==> config.mk <==
export PLATFORM = sky130hd
export DESIGN_NAME = tof_hist_top
export DESIGN_NICKNAME = d
export VERILOG_FILES = /design/src/hist_pkg.sv /design/src/hist_update_if.sv /design/src/hist_builder.sv /design/src/peak_tracker.sv /design/src/tof_hist_top.sv
export VERILOG_INCLUDE_DIRS = /design/src
export SDC_FILE = /design/constraint.sdc
export NUM_CORES = 1
export LEC_CHECK = 0
export BUFFER_PORTS_ARGS = -buffer_cell sky130_fd_sc_hd__buf_2
export CORE_MARGIN = 8
export CORE_UTILIZATION = 57
export CTS_CLUSTER_SIZE = 25
export DETAILED_ROUTE_END_ITERATION = 6
export MAX_ROUTING_LAYER = met4
export PLACE_DENSITY_LB_ADDON = 0.15
export SLEW_MARGIN = 30
export SYNTH_ARGS = -nofsm -noshare
export SYNTH_HDL_FRONTEND = slang
export SYNTH_SLANG_ARGS = --single-unit
export TNS_END_PERCENT = 100
==> constraint.sdc <==
create_clock -name clk -period 5 [get_ports clk]
set_clock_uncertainty 0.1 [all_clocks]
set_input_delay 0.5 -clock clk [delete_from_list [all_inputs] [get_ports clk]]
set_output_delay 0.5 -clock clk [all_outputs]
set_load 0.005 [all_outputs]
==> src/hist_defines.svh <==
`ifndef HIST_DEFINES_SVH
`define HIST_DEFINES_SVH

// bin number width, 16 bins by default
`define BIN_BITS 4

// width of one bin count
// counts stick at all ones
`define COUNT_BITS 8

// pixels handled per pass
`define PIXEL_NUM 4

// hits taken for a pixel before moving on
`define HITS_PER_PIXEL 3

// acquisitions per pass
// each one walks every pixel once
`define ACQ_NUM 2

`endif

==> src/hist_pkg.sv <==
`default_nettype none

`include "hist_defines.svh"

package hist_pkg;

    // pixel index width, never below one bit
    localparam int PIXEL_BITS = (`PIXEL_NUM > 1) ? $clog2(`PIXEL_NUM) : 1;

    // bin number of a hit
    typedef logic [`BIN_BITS-1:0] bin_t;

    // count held per pixel and bin
    typedef logic [`COUNT_BITS-1:0] count_t;

    // pixel index inside a pass
    typedef logic [PIXEL_BITS-1:0] pixel_t;

    // builder fsm
    // counting takes hits, clearing sweeps the count memory
    typedef enum logic {
        COUNTING = 1'b0,
        CLEARING = 1'b1
    } builder_state_t;

endpackage

`default_nettype wire

==> src/hist_update_if.sv <==
`timescale 1ns/1ns
`default_nettype none

interface hist_update_if;
    import hist_pkg::*;

    // one-cycle strobe per counted hit
    logic   upd_valid;
    // where the hit landed
    pixel_t upd_pixel;
    bin_t   upd_bin;
    // bin count after the increment
    count_t upd_count;
    // final update of the pass
    logic   upd_last;
    // pass level, 0 coarse and 1 fine
    logic   pass_sel;

    // builder drives everything
    modport builder (
        output upd_valid,
        output upd_pixel,
        output upd_bin,
        output upd_count,
        output upd_last,
        output pass_sel
    );

    // tracker only listens
    modport tracker (
        input upd_valid,
        input upd_pixel,
        input upd_bin,
        input upd_count,
        input upd_last,
        input pass_sel
    );

endinterface

`default_nettype wire

==> src/hist_builder.sv <==
`timescale 1ns/1ns
`default_nettype none

`include "hist_defines.svh"

module hist_builder (
    input  logic               clk,
    input  logic               combin_res,
    input  logic               hit_valid,
    input  hist_pkg::bin_t     hit_bin,
    hist_update_if.builder     upd,
    output logic               pass_done,
    output logic               busy
);
    import hist_pkg::*;

    // counter widths, at least one bit each
    localparam int HIT_BITS  = (`HITS_PER_PIXEL > 1) ? $clog2(`HITS_PER_PIXEL) : 1;
    localparam int ACQ_BITS  = (`ACQ_NUM > 1) ? $clog2(`ACQ_NUM) : 1;
    // memory is pixel major, one word per bin
    localparam int ADDR_BITS = PIXEL_BITS + `BIN_BITS;
    localparam int MEM_WORDS = `PIXEL_NUM * (2 ** `BIN_BITS);

    // wrap points of the nested counters
    localparam logic [HIT_BITS-1:0]  HIT_LAST   = HIT_BITS'(`HITS_PER_PIXEL - 1);
    localparam pixel_t               PIXEL_LAST = PIXEL_BITS'(`PIXEL_NUM - 1);
    localparam logic [ACQ_BITS-1:0]  ACQ_LAST   = ACQ_BITS'(`ACQ_NUM - 1);
    localparam logic [ADDR_BITS-1:0] CLR_LAST   = ADDR_BITS'(MEM_WORDS - 1);

    // count memory
    count_t                 mem [MEM_WORDS];
    // word written since reset
    // unwritten words read as zero, so reset needs no sweep
    logic [MEM_WORDS-1:0]   word_vld;

    builder_state_t         state;
    logic [HIT_BITS-1:0]    hit_cnt;
    pixel_t                 pixel;
    logic [ACQ_BITS-1:0]    acq;
    logic [ADDR_BITS-1:0]   clr_addr;
    logic                   sel_q;

    logic                   hit_acc;
    logic                   pass_end;
    logic [ADDR_BITS-1:0]   wr_addr;
    count_t                 cur_count;
    count_t                 next_count;

    // hits only while counting
    assign busy    = (state == CLEARING);
    assign hit_acc = hit_valid && (state == COUNTING);

    // last hit of last pixel of last acquisition
    assign pass_end = (hit_cnt == HIT_LAST) && (pixel == PIXEL_LAST) && (acq == ACQ_LAST);

    // pixel picks the block, bin the word in it
    assign wr_addr = {pixel, hit_bin};

    // read, then increment unless already at full scale
    always_comb begin
        cur_count  = word_vld[wr_addr] ? mem[wr_addr] : '0;
        next_count = (cur_count == '1) ? cur_count : cur_count + 1'b1;
    end

    // memory port, one write per cycle
    always_ff @(posedge clk) begin
        if (state == CLEARING) begin
            mem[clr_addr] <= '0;
        end else if (hit_acc) begin
            mem[wr_addr] <= next_count;
        end
    end

    // update payload, only looked at with upd_valid
    always_ff @(posedge clk) begin
        if (hit_acc) begin
            upd.upd_pixel <= pixel;
            upd.upd_bin   <= hit_bin;
            upd.upd_count <= next_count;
        end
    end

    // fsm, nested counters and pass strobes
    always_ff @(posedge clk or negedge combin_res) begin
        if (!combin_res) begin
            state         <= COUNTING;
            hit_cnt       <= '0;
            pixel         <= '0;
            acq           <= '0;
            clr_addr      <= '0;
            sel_q         <= 1'b0;
            word_vld      <= '0;
            upd.upd_valid <= 1'b0;
            upd.upd_last  <= 1'b0;
        end else begin
            // update shows one cycle after the hit
            upd.upd_valid <= hit_acc;
            upd.upd_last  <= hit_acc && pass_end;

            case (state)
                COUNTING: begin
                    if (hit_acc) begin
                        word_vld[wr_addr] <= 1'b1;
                        // hits inside pixel, pixels inside acquisition
                        if (hit_cnt == HIT_LAST) begin
                            hit_cnt <= '0;
                            if (pixel == PIXEL_LAST) begin
                                pixel <= '0;
                                if (acq == ACQ_LAST) begin
                                    acq <= '0;
                                end else begin
                                    acq <= acq + 1'b1;
                                end
                            end else begin
                                pixel <= pixel + 1'b1;
                            end
                        end else begin
                            hit_cnt <= hit_cnt + 1'b1;
                        end
                        // pass over, go wipe the histogram
                        if (pass_end) begin
                            state    <= CLEARING;
                            clr_addr <= '0;
                        end
                    end
                end

                CLEARING: begin
                    // one word per cycle
                    clr_addr <= clr_addr + 1'b1;
                    if (clr_addr == CLR_LAST) begin
                        // sweep done, swap coarse and fine
                        state <= COUNTING;
                        sel_q <= ~sel_q;
                    end
                end

                default: begin
                    state <= COUNTING;
                end
            endcase
        end
    end

    // pass level stays put through the sweep
    assign upd.pass_sel = sel_q;

    // pass end strobe is the last update
    assign pass_done = upd.upd_last;

endmodule

`default_nettype wire

==> src/peak_tracker.sv <==
`timescale 1ns/1ns
`default_nettype none

module peak_tracker (
    input  logic               clk,
    input  logic               combin_res,
    hist_update_if.tracker     upd,
    output hist_pkg::bin_t     peak_coarse,
    output hist_pkg::bin_t     peak_fine,
    output logic               peak_done
);
    import hist_pkg::*;

    // running maximum over the whole pass
    count_t run_max;
    bin_t   run_bin;

    // maximum after looking at the current update
    logic   take;
    count_t cand_max;
    bin_t   cand_bin;

    // fine peak written last cycle
    logic   fine_wr;

    logic   last_upd;

    assign last_upd = upd.upd_valid && upd.upd_last;

    // strictly greater only
    // a tie keeps the bin that got there first
    always_comb begin
        take     = upd.upd_valid && (upd.upd_count > run_max);
        cand_max = take ? upd.upd_count : run_max;
        cand_bin = take ? upd.upd_bin : run_bin;
    end

    always_ff @(posedge clk or negedge combin_res) begin
        if (!combin_res) begin
            run_max     <= '0;
            run_bin     <= '0;
            peak_coarse <= '0;
            peak_fine   <= '0;
            fine_wr     <= 1'b0;
            peak_done   <= 1'b0;
        end else begin
            // done strobe trails the fine peak by a cycle
            fine_wr   <= last_upd && upd.pass_sel;
            peak_done <= fine_wr;

            if (last_upd) begin
                // pass level picks the register
                if (upd.pass_sel) begin
                    peak_fine <= cand_bin;
                end else begin
                    peak_coarse <= cand_bin;
                end
                // fresh start for the next pass
                run_max <= '0;
                run_bin <= '0;
            end else begin
                run_max <= cand_max;
                run_bin <= cand_bin;
            end
        end
    end

endmodule

`default_nettype wire

==> src/tof_hist_top.sv <==
`timescale 1ns/1ns
`default_nettype none

module tof_hist_top (
    input  logic               clk,
    input  logic               combin_res,
    input  logic               hit_valid,
    input  hist_pkg::bin_t     hit_bin,
    output logic               bin_valid,
    output hist_pkg::count_t   bin_count,
    output logic               pass_done,
    output logic               pass_sel,
    output logic               busy,
    output hist_pkg::bin_t     peak_coarse,
    output hist_pkg::bin_t     peak_fine,
    output logic               peak_done
);

    // builder to tracker update path
    hist_update_if u_upd ();

    // histogram memory and pass control
    hist_builder u_builder (
        .clk        (clk),
        .combin_res (combin_res),
        .hit_valid  (hit_valid),
        .hit_bin    (hit_bin),
        .upd        (u_upd.builder),
        .pass_done  (pass_done),
        .busy       (busy)
    );

    // peak search per pass
    peak_tracker u_tracker (
        .clk         (clk),
        .combin_res  (combin_res),
        .upd         (u_upd.tracker),
        .peak_coarse (peak_coarse),
        .peak_fine   (peak_fine),
        .peak_done   (peak_done)
    );

    // last updated count goes out as is
    assign bin_valid = u_upd.upd_valid;
    assign bin_count = u_upd.upd_count;
    assign pass_sel  = u_upd.pass_sel;

endmodule

`default_nettype wire

# --- Word-level counts from Yosys, hierarchy flattened ---
# Memories as Yosys holds them, arrays and structs flattened.
# Index checks and enable logic that the tools add are counted.
word_totals:
  ff_bits: 113
  mem_bits_rw: 512
  in_bits: 7
  out_inout_bits: 21
  word_cells: 80
  n_memories: 1
mem_list:
  columns: ["memory", "depth", "width", "rd", "rd_ports_with_merged_regs", "write_ports", "line_no", "rtl"]
  rows:
  - ["u_builder.mem", 64, 8, 1, 0, 1, "hist_builder.sv:31", "count_t mem [MEM_WORDS];"]
op_classes:
  addsub: 5
  n_lt_le_gt_ge: 3
  eq_ne: 6
  muxes: 28
  n_bitwise: 3
  n_reduce_logical: 17
ops:
  columns: ["op", "n"]
  rows:
  - ["$or 64x64->64", 1]
  - ["$mux 8", 5]
  - ["$mux 6", 3]
  - ["$mux 1", 12]
  - ["$pmux 6 s2", 1]
  - ["$reduce_and 2->1", 5]
  - ["$add 8x1->8 const B", 1]
  - ["$eq 8x8->1 const B", 1]
  - ["$gt 8x8->1", 1]
  - ["$logic_and 1x1->1", 8]
  - ["$mux 4", 2]
  - ["$reduce_or 8->1", 1]
  - ["$lt 6x7->1 const B", 1]
  - ["$add 6x1->6 const B", 1]
  - ["$bmux 1 s6", 1]
  - ["$demux 1 s6", 1]
  - ["$eq 6x6->1 const B", 1]
  - ["$ge 6x1->1 const B", 1]
  - ["$add 2x1->2 const B", 2]
  - ["$eq 2x2->1 const B", 2]
  - ["$mux 2", 2]
  - ["$ne 2x1->1 const B", 2]
  - ["$reduce_and 4->1", 1]
  - ["$reduce_and 3->1", 1]
  - ["other kinds (4)", 5]

# --- Longest topological paths before layout ---
# Gate-level depths: netlist of run 1.
logic_depth:
  ltp_word: 7
  depth_mapped: 14

# --- Hierarchy ---
# Synthesis of run 1 repeated with hierarchy kept, for this count alone.
unflattened:
  hier_cells: 1671
  hier_area_um2: 25978.7
modules_own_cells:
  columns: ["mod", "instances", "cells_per_inst", "area_per_inst_um2"]
  rows:
  - ["hist_builder", 1, 1567, 24882.6]
  - ["peak_tracker", 1, 104, 1096.1]

# --- Worst setup path before layout of run 1 ---
# OpenSTA, ideal clock, no wires.
synth_timing:
  path_type: "input to register"
  start: "input hit_bin[1]"
  end: "memory u_builder.mem[0][4] (netlist name) (data pin)"
  t_arrival_ns: 5.100
  t_required_ns: 4.178
  slack_ns: -0.922
  path_stages: 11
  path_cell_list: "buf_4 buf_4 buf_4 buf_4 buf_4 o221a_2 a311oi_1 o2bb2ai_1 a211oi_4 a21oi_1 a211oi_1"
synth_via:
  elab_chain_len: 6
  word_cells_on_any_way: 8
  cone_classes: "add/sub (1); eq/ne (1); mux (5); memory (1)"
synth_rtl:
  columns: ["item", "line_no", "rtl"]
  rows:
  - ["start: declaration", "tof_hist_top.sv:8", "input hist_pkg::bin_t hit_bin,"]
  - ["$bmux 1 s6", "hist_builder.sv:61", "cur_count = word_vld[wr_addr] ? mem[wr_addr] : '0;"]
  - ["$mux 1 (not written as such)", "hist_builder.sv:61", null]
  - ["$mux 8 (*)", "hist_builder.sv:61", null]
  - ["$add 8x1->8 or $eq 8x8->1 (tied branches)", "hist_builder.sv:62", "next_count = (cur_count == '1) ? cur_count : cur_count + 1'b1;"]
  - ["$mux 8 (*)", "hist_builder.sv:62", null]
  - ["$mux 8 (no source line) (*)", null, null]
  - ["end: declaration", "hist_builder.sv:31", null]
# Every way passes the cells marked *; elsewhere a longest branch is shown, timed or not. The select of a mux whose other input is x is not followed.

# --- Final worst setup path of run 1 ---
layout_timing:
  start: "input hit_bin[1]"
  end: "memory u_builder.mem[57][2] (netlist name) (data pin)"
# Same word-level chain as after synthesis.

==> impl_metrics.json, run 1 <==
{
  "synthFlopType": "edfxtp_1",
  "cts-buffers-inserted": 60,
  "netlist_area_mm2": 0.0258,
  "synth.distinct_cells": 80,
  "fp.dieH_um": 229,
  "core_mm2": 0.0451,
  "cts_tree": "built",
  "fin_setup_tns_ps": 0,
  "drc": 0,
  "final_cells": 2429,
  "worstPathArrival_ps": 4340,
  "ys_top_cells_by_area": "edfxtp_1 61%, dfrtp_1 9.8%, mux2_2 3.7%, mux2i_1 2.8%, a221oi_1 2.1%",
  "path_cells": "buf_6 -> nor2b_2 -> buf_4 -> a22oi_1 -> o221a_2 -> or3_1 -> and4_1 -> nor4_1 -> nand4_2 -> o22ai_4 -> buf_12",
  "async_reset_ff_frac": 0.162,
  "setup_violations": 0,
  "maxCapViolCount": 0,
  "drt_iter0_markers": 2196,
  "utilization": 0.654,
  "postCtsSetupBuffers": 0,
  "ys_ff_latch": 625,
  "outcome": "completed",
  "tightest_slew_ps": 1000,
  "synth.avg_cell_area_um2": 15.5,
  "slowest_stage": "nor2b_2",
  "dp_slack_ps": 505,
  "clkSinkCount": 625,
  "yosysSeqAreaShare": 0.707,
  "fin_crit_sh": 0.803,
  "grt_pass1_wl_mm": 108,
  "area.growth.synth_to_final_pct": 14.1,
  "grt_use_total": 0.284,
  "root_buffer": "clkbuf_16",
  "synth.most_common_cell": "edfxtp_1",
  "htreeDepth": 2,
  "drive_gt1_frac": 0.208,
  "grt_setup_unrepaired": "no",
  "grt_max_degree": 65,
  "max_stage_delay_ps": 580,
  "slew_headroom": 0.328,
  "routed_wl_mm": 73.5,
  "yosys-top-cells-count": "524 x edfxtp_1, 101 x dfrtp_1, 96 x nor2_1",
  "maxClockFrequency_mhz": 249,
  "fin_ws_ps": 985,
  "yosysWarnings": 0,
  "ant_nets": 0,
  "path_max_fanout": 64,
  "p_leak_uw": 0.0106,
  "report.final.slew_viol_count": 0,
  "routedWlPerCell_um": 30.3,
  "hold_viol_final": 0,
  "period_needed_ps": 4020,
  "yosys.area.top_type": "edfxtp_1",
  "io_pins": 28,
  "synth_cells": 1663,
  "clkLatencyLatePin_ps": 630,
  "startpoint_type": "input port",
  "min_path_type": "reg2reg",
  "start_util": 0.573,
  "p_per_area_mw_per_mm2": 501,
  "endpoint_kind": "flop",
  "ir_drop_mv": 0.331,
  "critPathKind": "in2reg",
  "path_clk_slew_ps": 60,
  "grt_pass1_vias": 16100,
  "synth_edf_count": 524,
  "hpwl_mm": 46.2,
  "num_vias": 16400,
  "place.port_buffers": 27,
  "required_ps": 5320,
  "row_count": 78,
  "dp_cells": 2315,
  "finalNetCount": 1798,
  "grt.overflow.total": 0,
  "clockBufferDepth": 3,
  "antenna_found_initial": 2,
  "vias_per_cell": 6.74,
  "syn_nets": 1683,
  "synth.top_cell.area_share": 0.609,
  "die_x_um": 229,
  "first_pass_iters": 6,
  "fp.dieArea_mm2": 0.0524,
  "gp_congestion": 0.936
}
worst paths after layout:
check	startpoint	to	slack (ps)	cells after the start
max	hit_bin[1]	u_builder.mem[57][2]$_DFFE_PP_	980	11
min	u_tracker.fine_wr$_DFF_PN0_	u_tracker.peak_done$_DFF_PN0_	250	0
max reg2reg	u_builder.mem[14][6]$_DFFE_PP_	u_builder.mem[57][2]$_DFFE_PP_	1330	10
min reg2reg	u_tracker.fine_wr$_DFF_PN0_	u_tracker.peak_done$_DFF_PN0_	250	0
max in group asynchronous	combin_res	u_tracker.run_max[1]$_DFFE_PN0P_	3330	3
min in group asynchronous	combin_res	u_builder.word_vld[25]$_DFFE_PN0P_	330	2
state kept, by name, indices dropped and copies added, names as in the netlist:
register and flops:
u_tracker.run_max 8, u_builder.upd.upd_count 8, u_builder.hit_cnt 2, u_builder.acq 1, u_tracker.peak_fine 4, u_builder.upd.upd_valid 1
u_tracker.peak_done 1, u_tracker.peak_coarse 4, u_builder.upd.pass_sel 1, u_builder.word_vld 64, u_builder.pixel 2, u_builder.busy 1
u_tracker.run_bin 4, u_tracker.fine_wr 1, u_builder.upd.upd_bin 4, u_builder.clr_addr 6, u_builder.pass_done 1, u_builder.mem 512
per-layer routing:
| metal | track usage | vias up | routed length, um |
|---|---|---|---|
| met5 | - | - | 0 |
| met4 | 0.110 | 0 | 3410 |
| met3 | 0.0573 | 220 | 7980 |
| met2 | 0.426 | 1043 | 33300 |
| met1 | 0.382 | 8268 | 28800 |
| li1 | - | 6833 | - |
where the power goes:
part | internal [uW] | switching, uW | total [uW]
clock network | 2790 | 1950 | 4740
registers | 6640 | 300 | 6940
logic | 1020 | 2090 | 3100
worst max-delay path: cells and delay by family:
kind	cells	cell delay, ps
AO/OA/AOI/OAI	3	710
AND/OR/NAND/NOR	5	1840
buffers and inverters	3	1140
cells by family after synthesis:
kind of cell	after synthesis	share of synthesized area
muxes	168	0.0741
DFF	625	0.707
buffers and inverters	133	0.0295
and+or+nand+nor	280	0.0549
adders and majority gates	13	0.00629
AOI/OAI and AO/OA	441	0.127
xor gates and xnor gates	3	0.00102
final cells by class:
cell class / count / area, um2
tap: 600 / 751
antenna: 1 / 2.50
inverter: 23 / 86.3
timing repair buffer: 163 / 1390
sequential: 625 / 18300
clock buffer: 69 / 1560
multi-input combinational: 905 / 6940
clock inverter: 43 / 485
fill: 3216 / 15600
layout by cell type, fill, tap and decap left out, drive strengths merged, types with 14 or more instances in the layout:
cell / Yosys / layout
a211oi: 18 / 18
a21o: 28 / 28
a21oi: 49 / 49
a221o: 27 / 27
a221oi: 61 / 61
a22o: 15 / 15
a22oi: 45 / 45
buf: 78 / 162
clkbuf: 32 / 69
clkinv: 0 / 26
dfrtp: 101 / 101
edfxtp: 524 / 524
inv: 23 / 25
mux2: 86 / 86
mux2i: 72 / 72
nand2: 74 / 74
nand3: 17 / 17
nor2: 96 / 96
o211ai: 14 / 14
o21ai: 66 / 66
o21bai: 38 / 38
o221ai: 15 / 15
o2bb2ai: 15 / 15
repair_timing:
action	in CTS	in global routing
hold buffers	1	0
hold endpoints to repair	46	0
setup endpoints to repair	0	0
resized for setup	0	0
metrics by stage:
| stage | hold WS (ps) | area (um2) | power [uW] |
|---|---|---|---|
| 6_report | 249 | 29500 | 14800 |
| 5_1_grt | 279 | 29500 | 15200 |
| 4_1_cts | 230 | 29500 | 14800 |
| 3_5_place_dp | 239 | 27400 | 10100 |
| 3_3_place_gp | 236 | 27400 | 10000 |
| 2_1_floorplan | 104 | 25900 | 8730 |
No activity file was read; power rests on OpenSTA's default activity.
==> inputs of run 2 (changes only) <==
clock period = 3.4 ns   (was 5 ns; I/O delays follow)
==> impl_metrics.json, run 2 (synthesized netlist as in run 1, its figures left out) <==
{
  "path_clk_slew_ps": 70,
  "drive_gt1_frac": 0.298,
  "netSwitchingPower_uw": 6660,
  "top_register": "u_builder.mem",
  "grt_use_total": 0.299,
  "p_int_uw": 15800,
  "num_vias": 17300,
  "area.growth.synth_to_final_pct": 21.6,
  "startpoint_type": "flop",
  "largest_reg_flops": 512,
  "maxCapViolCount": 0,
  "multiInputGateArea_mm2": 0.00701,
  "clkLatencyLatePin_ps": 640,
  "required_ps": 3640,
  "p_leak_uw": 0.0118,
  "report.final.slew_viol_count": 0,
  "fillers": 3064,
  "final_common_cell": "edfxtp_1",
  "ant_nets": 0,
  "min_path_type": "in2reg",
  "period_needed_ps": 3380,
  "htreeDepth": 2,
  "grt_setup_unrepaired": "yes",
  "hold_viol_final": 0,
  "reg_top3": "u_builder.mem (512), u_builder.word_vld (64)",
  "clockPowerShare": 0.302,
  "p_seq_frac": 0.457,
  "cts-buffers-inserted": 61,
  "worstPathArrival_ps": 3620,
  "grt_pass1_vias": 17300,
  "path_max_fanout": 53,
  "fin_setup_tns_ps": 0,
  "endpoint_kind": "flop",
  "drt_iter0_markers": 2074,
  "critPathKind": "reg2reg",
  "grt_max_degree": 65,
  "die_x_um": 229,
  "vias_per_cell": 6.54,
  "place_area_mm2": 0.0294,
  "p_comb_frac": 0.241,
  "p_per_area_mw_per_mm2": 714,
  "root_buffer": "clkbuf_16",
  "fp.dieH_um": 229,
  "clockBufferDepth": 3,
  "antenna_found_initial": 0,
  "routedWlPerCell_um": 29.3,
  "clkSinkCount": 625,
  "outcome": "completed",
  "fin_crit_sh": 0.994,
  "start_util": 0.573,
  "regArea_mm2": 0.0183,
  "fin_area_mm2": 0.0314,
  "setup_violations": 0,
  "row_count": 78,
  "maxClockFrequency_mhz": 296,
  "grt.overflow.total": 0,
  "place.port_buffers": 27,
  "dp_slack_ps": -580,
  "fin_ws_ps": 20.8,
  "slew_headroom": 0.250,
  "n_antenna_cell": 0,
  "final_cell_mix": "524 x edfxtp_1, 315 x buf_4, 100 x dfrtp_1, 94 x nor2_1, 86 x mux2_2",
  "drc": 0,
  "first_pass_iters": 5,
  "io_pins": 28,
  "fp.dieArea_mm2": 0.0524,
  "grt_pass1_wl_mm": 113,
  "ir_drop_mv": 0.516,
  "cts_tree": "built",
  "hpwl_mm": 53.6,
  "tightest_slew_ps": 1110,
  "gp_congestion": 0.991,
  "routed_wl_mm": 77.5,
  "core_mm2": 0.0451,
  "swShare": 0.297,
  "finalNetCount": 2016
}
==> run 2: cell count changes in the layout (fill, tap and decap cells not counted), sizes merged <==
| cell | delta |
|---|---|
| clkbuf | +10 |
| bufinv | -5 |
| clkinvlp | -3 |
| inv | +2 |
| diode | -1 |
| buf | +217 |
| clkinv | -2 |
==> run 2: area by class of cell <==
cell class | count | area share
Sequential cell | 625 | 0.581
Timing Repair Buffer | 380 | 0.105
Clock buffer | 79 | 0.0525
Clock inverter | 35 | 0.0113
Tap cell | 600 | 0.0239
Inverter | 23 | 0.00283
Multi-Input combinational cell | 905 | 0.223
==> run 2: layer usage <==
metal / vias up / part of all wire / global-route usage
met5: - / 0 / -
met4: 0 / 0.044 / 0.124
met3: 217 / 0.11 / 0.0719
met2: 1046 / 0.46 / 0.456
met1: 8781 / 0.38 / 0.385
li1: 7279 / - / -
==> run 2: final timing paths <==
path	start	endpoint	slack [ps]	depth (start not counted)
max	u_builder.mem[17][6]$_DFFE_PP_	u_builder.mem[48][5]$_DFFE_PP_	20	11
min	hit_bin[1]	u_builder.upd.upd_bin[1]$_DFFE_PP_	40	2
max reg2reg	u_builder.mem[17][6]$_DFFE_PP_	u_builder.mem[48][5]$_DFFE_PP_	20	11
min reg2reg	u_tracker.fine_wr$_DFF_PN0_	u_tracker.peak_done$_DFF_PN0_	290	0
max in group asynchronous	combin_res	u_builder.pixel[1]$_DFFE_PN0P_	2280	3
min in group asynchronous	combin_res	u_builder.word_vld[40]$_DFFE_PN0P_	210	2
==> run 2: through the flow <==
stage / hold WS, ps / power (uW) / instances / utilization
global route: 24.6 / 23100 / 2647 / 0.697
floorplan: -55.6 / 12900 / 1663 / -
finish: 35.4 / 22400 / 2647 / 0.697
CTS: 6.00 / 22400 / 2647 / 0.696
global placement: 237 / 15500 / 2532 / 0.651
detailed placement: 272 / 15700 / 2532 / 0.651
==> run 2: what timing repair did <==
action,in CTS,in global routing
endpoints found under the setup margin,145,251
gates resized for setup,1,6
pin swaps,1,1
hold buffers,1,0
hold endpoints to repair,55,0
cloned,0,0
setup buffers,0,0
==> run 2: power by group through the flow <==
stage / registers, uW / logic [uW] / clock network (uW)
after global placement: 10300 / 5160 / 0
after global routing: 10300 / 5710 / 7100
after detailed placement: 10400 / 5280 / 0
after CTS: 10200 / 5320 / 6810
final: 10300 / 5400 / 6780
after floorplan: 10200 / 2690 / 0
==> run 2: critical path, cell delays in order, from the launching register on <==
cell      delay [ps]
edfxtp_1         370
mux2_2           270
a221o_1          340
a221oi_2         340
buf_4            170
a311oi_1          80
nor4bb_4         460
buf_4            230
nor2_1            90
o21ai_1          240
mux2i_4          130
buf_12           190
==> inputs of run 3 (changes only) <==
CORE_UTILIZATION = 59   (was 57)
CTS_BUF_LIST = sky130_fd_sc_hd__clkbuf_8   (was unset)
==> impl_metrics.json, run 3 (synthesized netlist as in run 1, its figures left out) <==
{
  "reg_top3": "u_builder.mem (512), u_builder.word_vld (64)",
  "final_common_cell": "edfxtp_1",
  "fin_crit_sh": 0.960,
  "first_pass_iters": 6,
  "vias_per_cell": 6.58,
  "worstPathArrival_ps": 3600,
  "r2r_setup_slack_ps": 140,
  "maxCapViolCount": 0,
  "fp.dieH_um": 225,
  "tightest_slew_ps": 684,
  "slew_headroom": 0.539,
  "grt_pass1_wl_mm": 115,
  "fp.dieArea_mm2": 0.0508,
  "cts-buffers-inserted": 100,
  "drive_gt1_frac": 0.300,
  "fillers": 2793,
  "antenna_found_initial": 1,
  "period_needed_ps": 3260,
  "finalNetCount": 2047,
  "largest_reg_flops": 512,
  "p_per_area_mw_per_mm2": 691,
  "maxClockFrequency_mhz": 306,
  "gp_congestion": 1.00,
  "core_mm2": 0.0432,
  "die_x_um": 225,
  "outcome": "completed",
  "htreeDepth": 3,
  "start_util": 0.599,
  "clockBufferDepth": 3,
  "drc": 0,
  "power_uw": 21500,
  "clkSinkCount": 625,
  "setup_violations": 0,
  "dp_slack_ps": -431,
  "grt_use_total": 0.318,
  "endpoint_kind": "flop",
  "routed_wl_mm": 78.2,
  "fin_area_mm2": 0.0312,
  "top_register": "u_builder.mem",
  "io_pins": 28,
  "grt_pass1_vias": 17400,
  "grt_max_degree": 65,
  "p_leak_uw": 0.0118,
  "area.growth.synth_to_final_pct": 20.7,
  "clkLatencyLatePin_ps": 710,
  "report.final.slew_viol_count": 0,
  "grt.overflow.total": 0,
  "place_area_mm2": 0.0294,
  "startpoint_type": "flop",
  "num_vias": 17700,
  "place.port_buffers": 27,
  "routedWlPerCell_um": 29.1,
  "fin_setup_tns_ps": 0,
  "hold_viol_final": 0,
  "root_buffer": "clkbuf_8",
  "path_clk_slew_ps": 50,
  "required_ps": 3730,
  "grt_setup_unrepaired": "no",
  "ir_drop_mv": 0.476,
  "utilization": 0.722,
  "ant_nets": 0,
  "cts_tree": "built",
  "path_max_fanout": 16,
  "row_count": 76,
  "drt_iter0_markers": 2234,
  "min_path_type": "in2async",
  "hpwl_mm": 53.4,
  "final_cell_mix": "524 x edfxtp_1, 300 x buf_4, 104 x clkbuf_8, 101 x dfrtp_1, 93 x nor2_1",
  "critPathKind": "reg2reg",
  "fin_ws_ps": 135
}
[run 3: cell types whose count changed in the layout (fill, tap and decap cells not counted), sizes merged]
cell,delta
clkbuf,+25
diode,+1
clkinv,+18
dlygate4sd3,+1
clkinvlp,+2
bufinv,-5
buf,-9
inv,+26
[run 3: per-layer routing]
metal / routed length [um] / GRT usage / vias to the layer above
met2: 35900 / 0.476 / 1203
met4: 3910 / 0.147 / 0
li1: - / - / 7353
met5: 0 / - / -
met1: 29700 / 0.410 / 8879
met3: 8630 / 0.0774 / 272
[run 3: repair_timing]
item,in CTS,in global routing
hold buffers,2,0
setup buffers,0,0
endpoints found under the hold margin,44,0
setup endpoints to repair,0,297
resized for setup,0,4
[run 3: cell type report]
class	instances	area, um2	share of cell area
sequential	625	18300	0.586
multi-input combinational	905	7000	0.224
timing repair buffer	372	3310	0.106
clock buffer	104	1430	0.0459
tap	585	732	0.0235
clock inverter	76	357	0.0114
inverter	23	88.8	0.00285
antenna	1	2.50	0.0000802
[run 3: worst max-delay path, stage by stage (launching register included)]
cell,delay [ps]
dfrtp_1,380
mux2_2,270
a221o_1,360
a221o_1,390
o311a_1,170
nor4_4,370
buf_12,180
or2_1,180
nand3b_1,190
a211oi_4,90
buf_12,170
buf_12,160
[run 3: path summary, 6_finish.rpt]
path,from,endpoint,cells after the start
min in group clk,hit_bin[2],u_builder.upd.upd_bin[2]$_DFFE_PP_,2
max in group asynchronous,combin_res,u_tracker.run_max[7]$_DFFE_PN0P_,3
max reg2reg,u_builder.word_vld[34]$_DFFE_PN0P_,u_builder.mem[20][3]$_DFFE_PP_,11
min,combin_res,u_builder.word_vld[19]$_DFFE_PN0P_,2
min reg2reg,u_tracker.fine_wr$_DFF_PN0_,u_tracker.peak_done$_DFF_PN0_,0
max,u_builder.word_vld[34]$_DFFE_PN0P_,u_builder.mem[20][3]$_DFFE_PP_,11
[run 3: per-stage QoR]
stage | std cells | hold WS (ps)
after floorplan | 1663 | -55.6
after global placement | 2508 | 236
after detailed placement | 2508 | 250
after CTS | 2690 | 87.9
after global routing | 2691 | 100
final | 2691 | 113
[run 3: power by group]
part | switching, uW | internal (uW) | total [uW]
clock network | 2910 | 2910 | 5820
registers | 469 | 9770 | 10200
logic | 3290 | 2200 | 5490
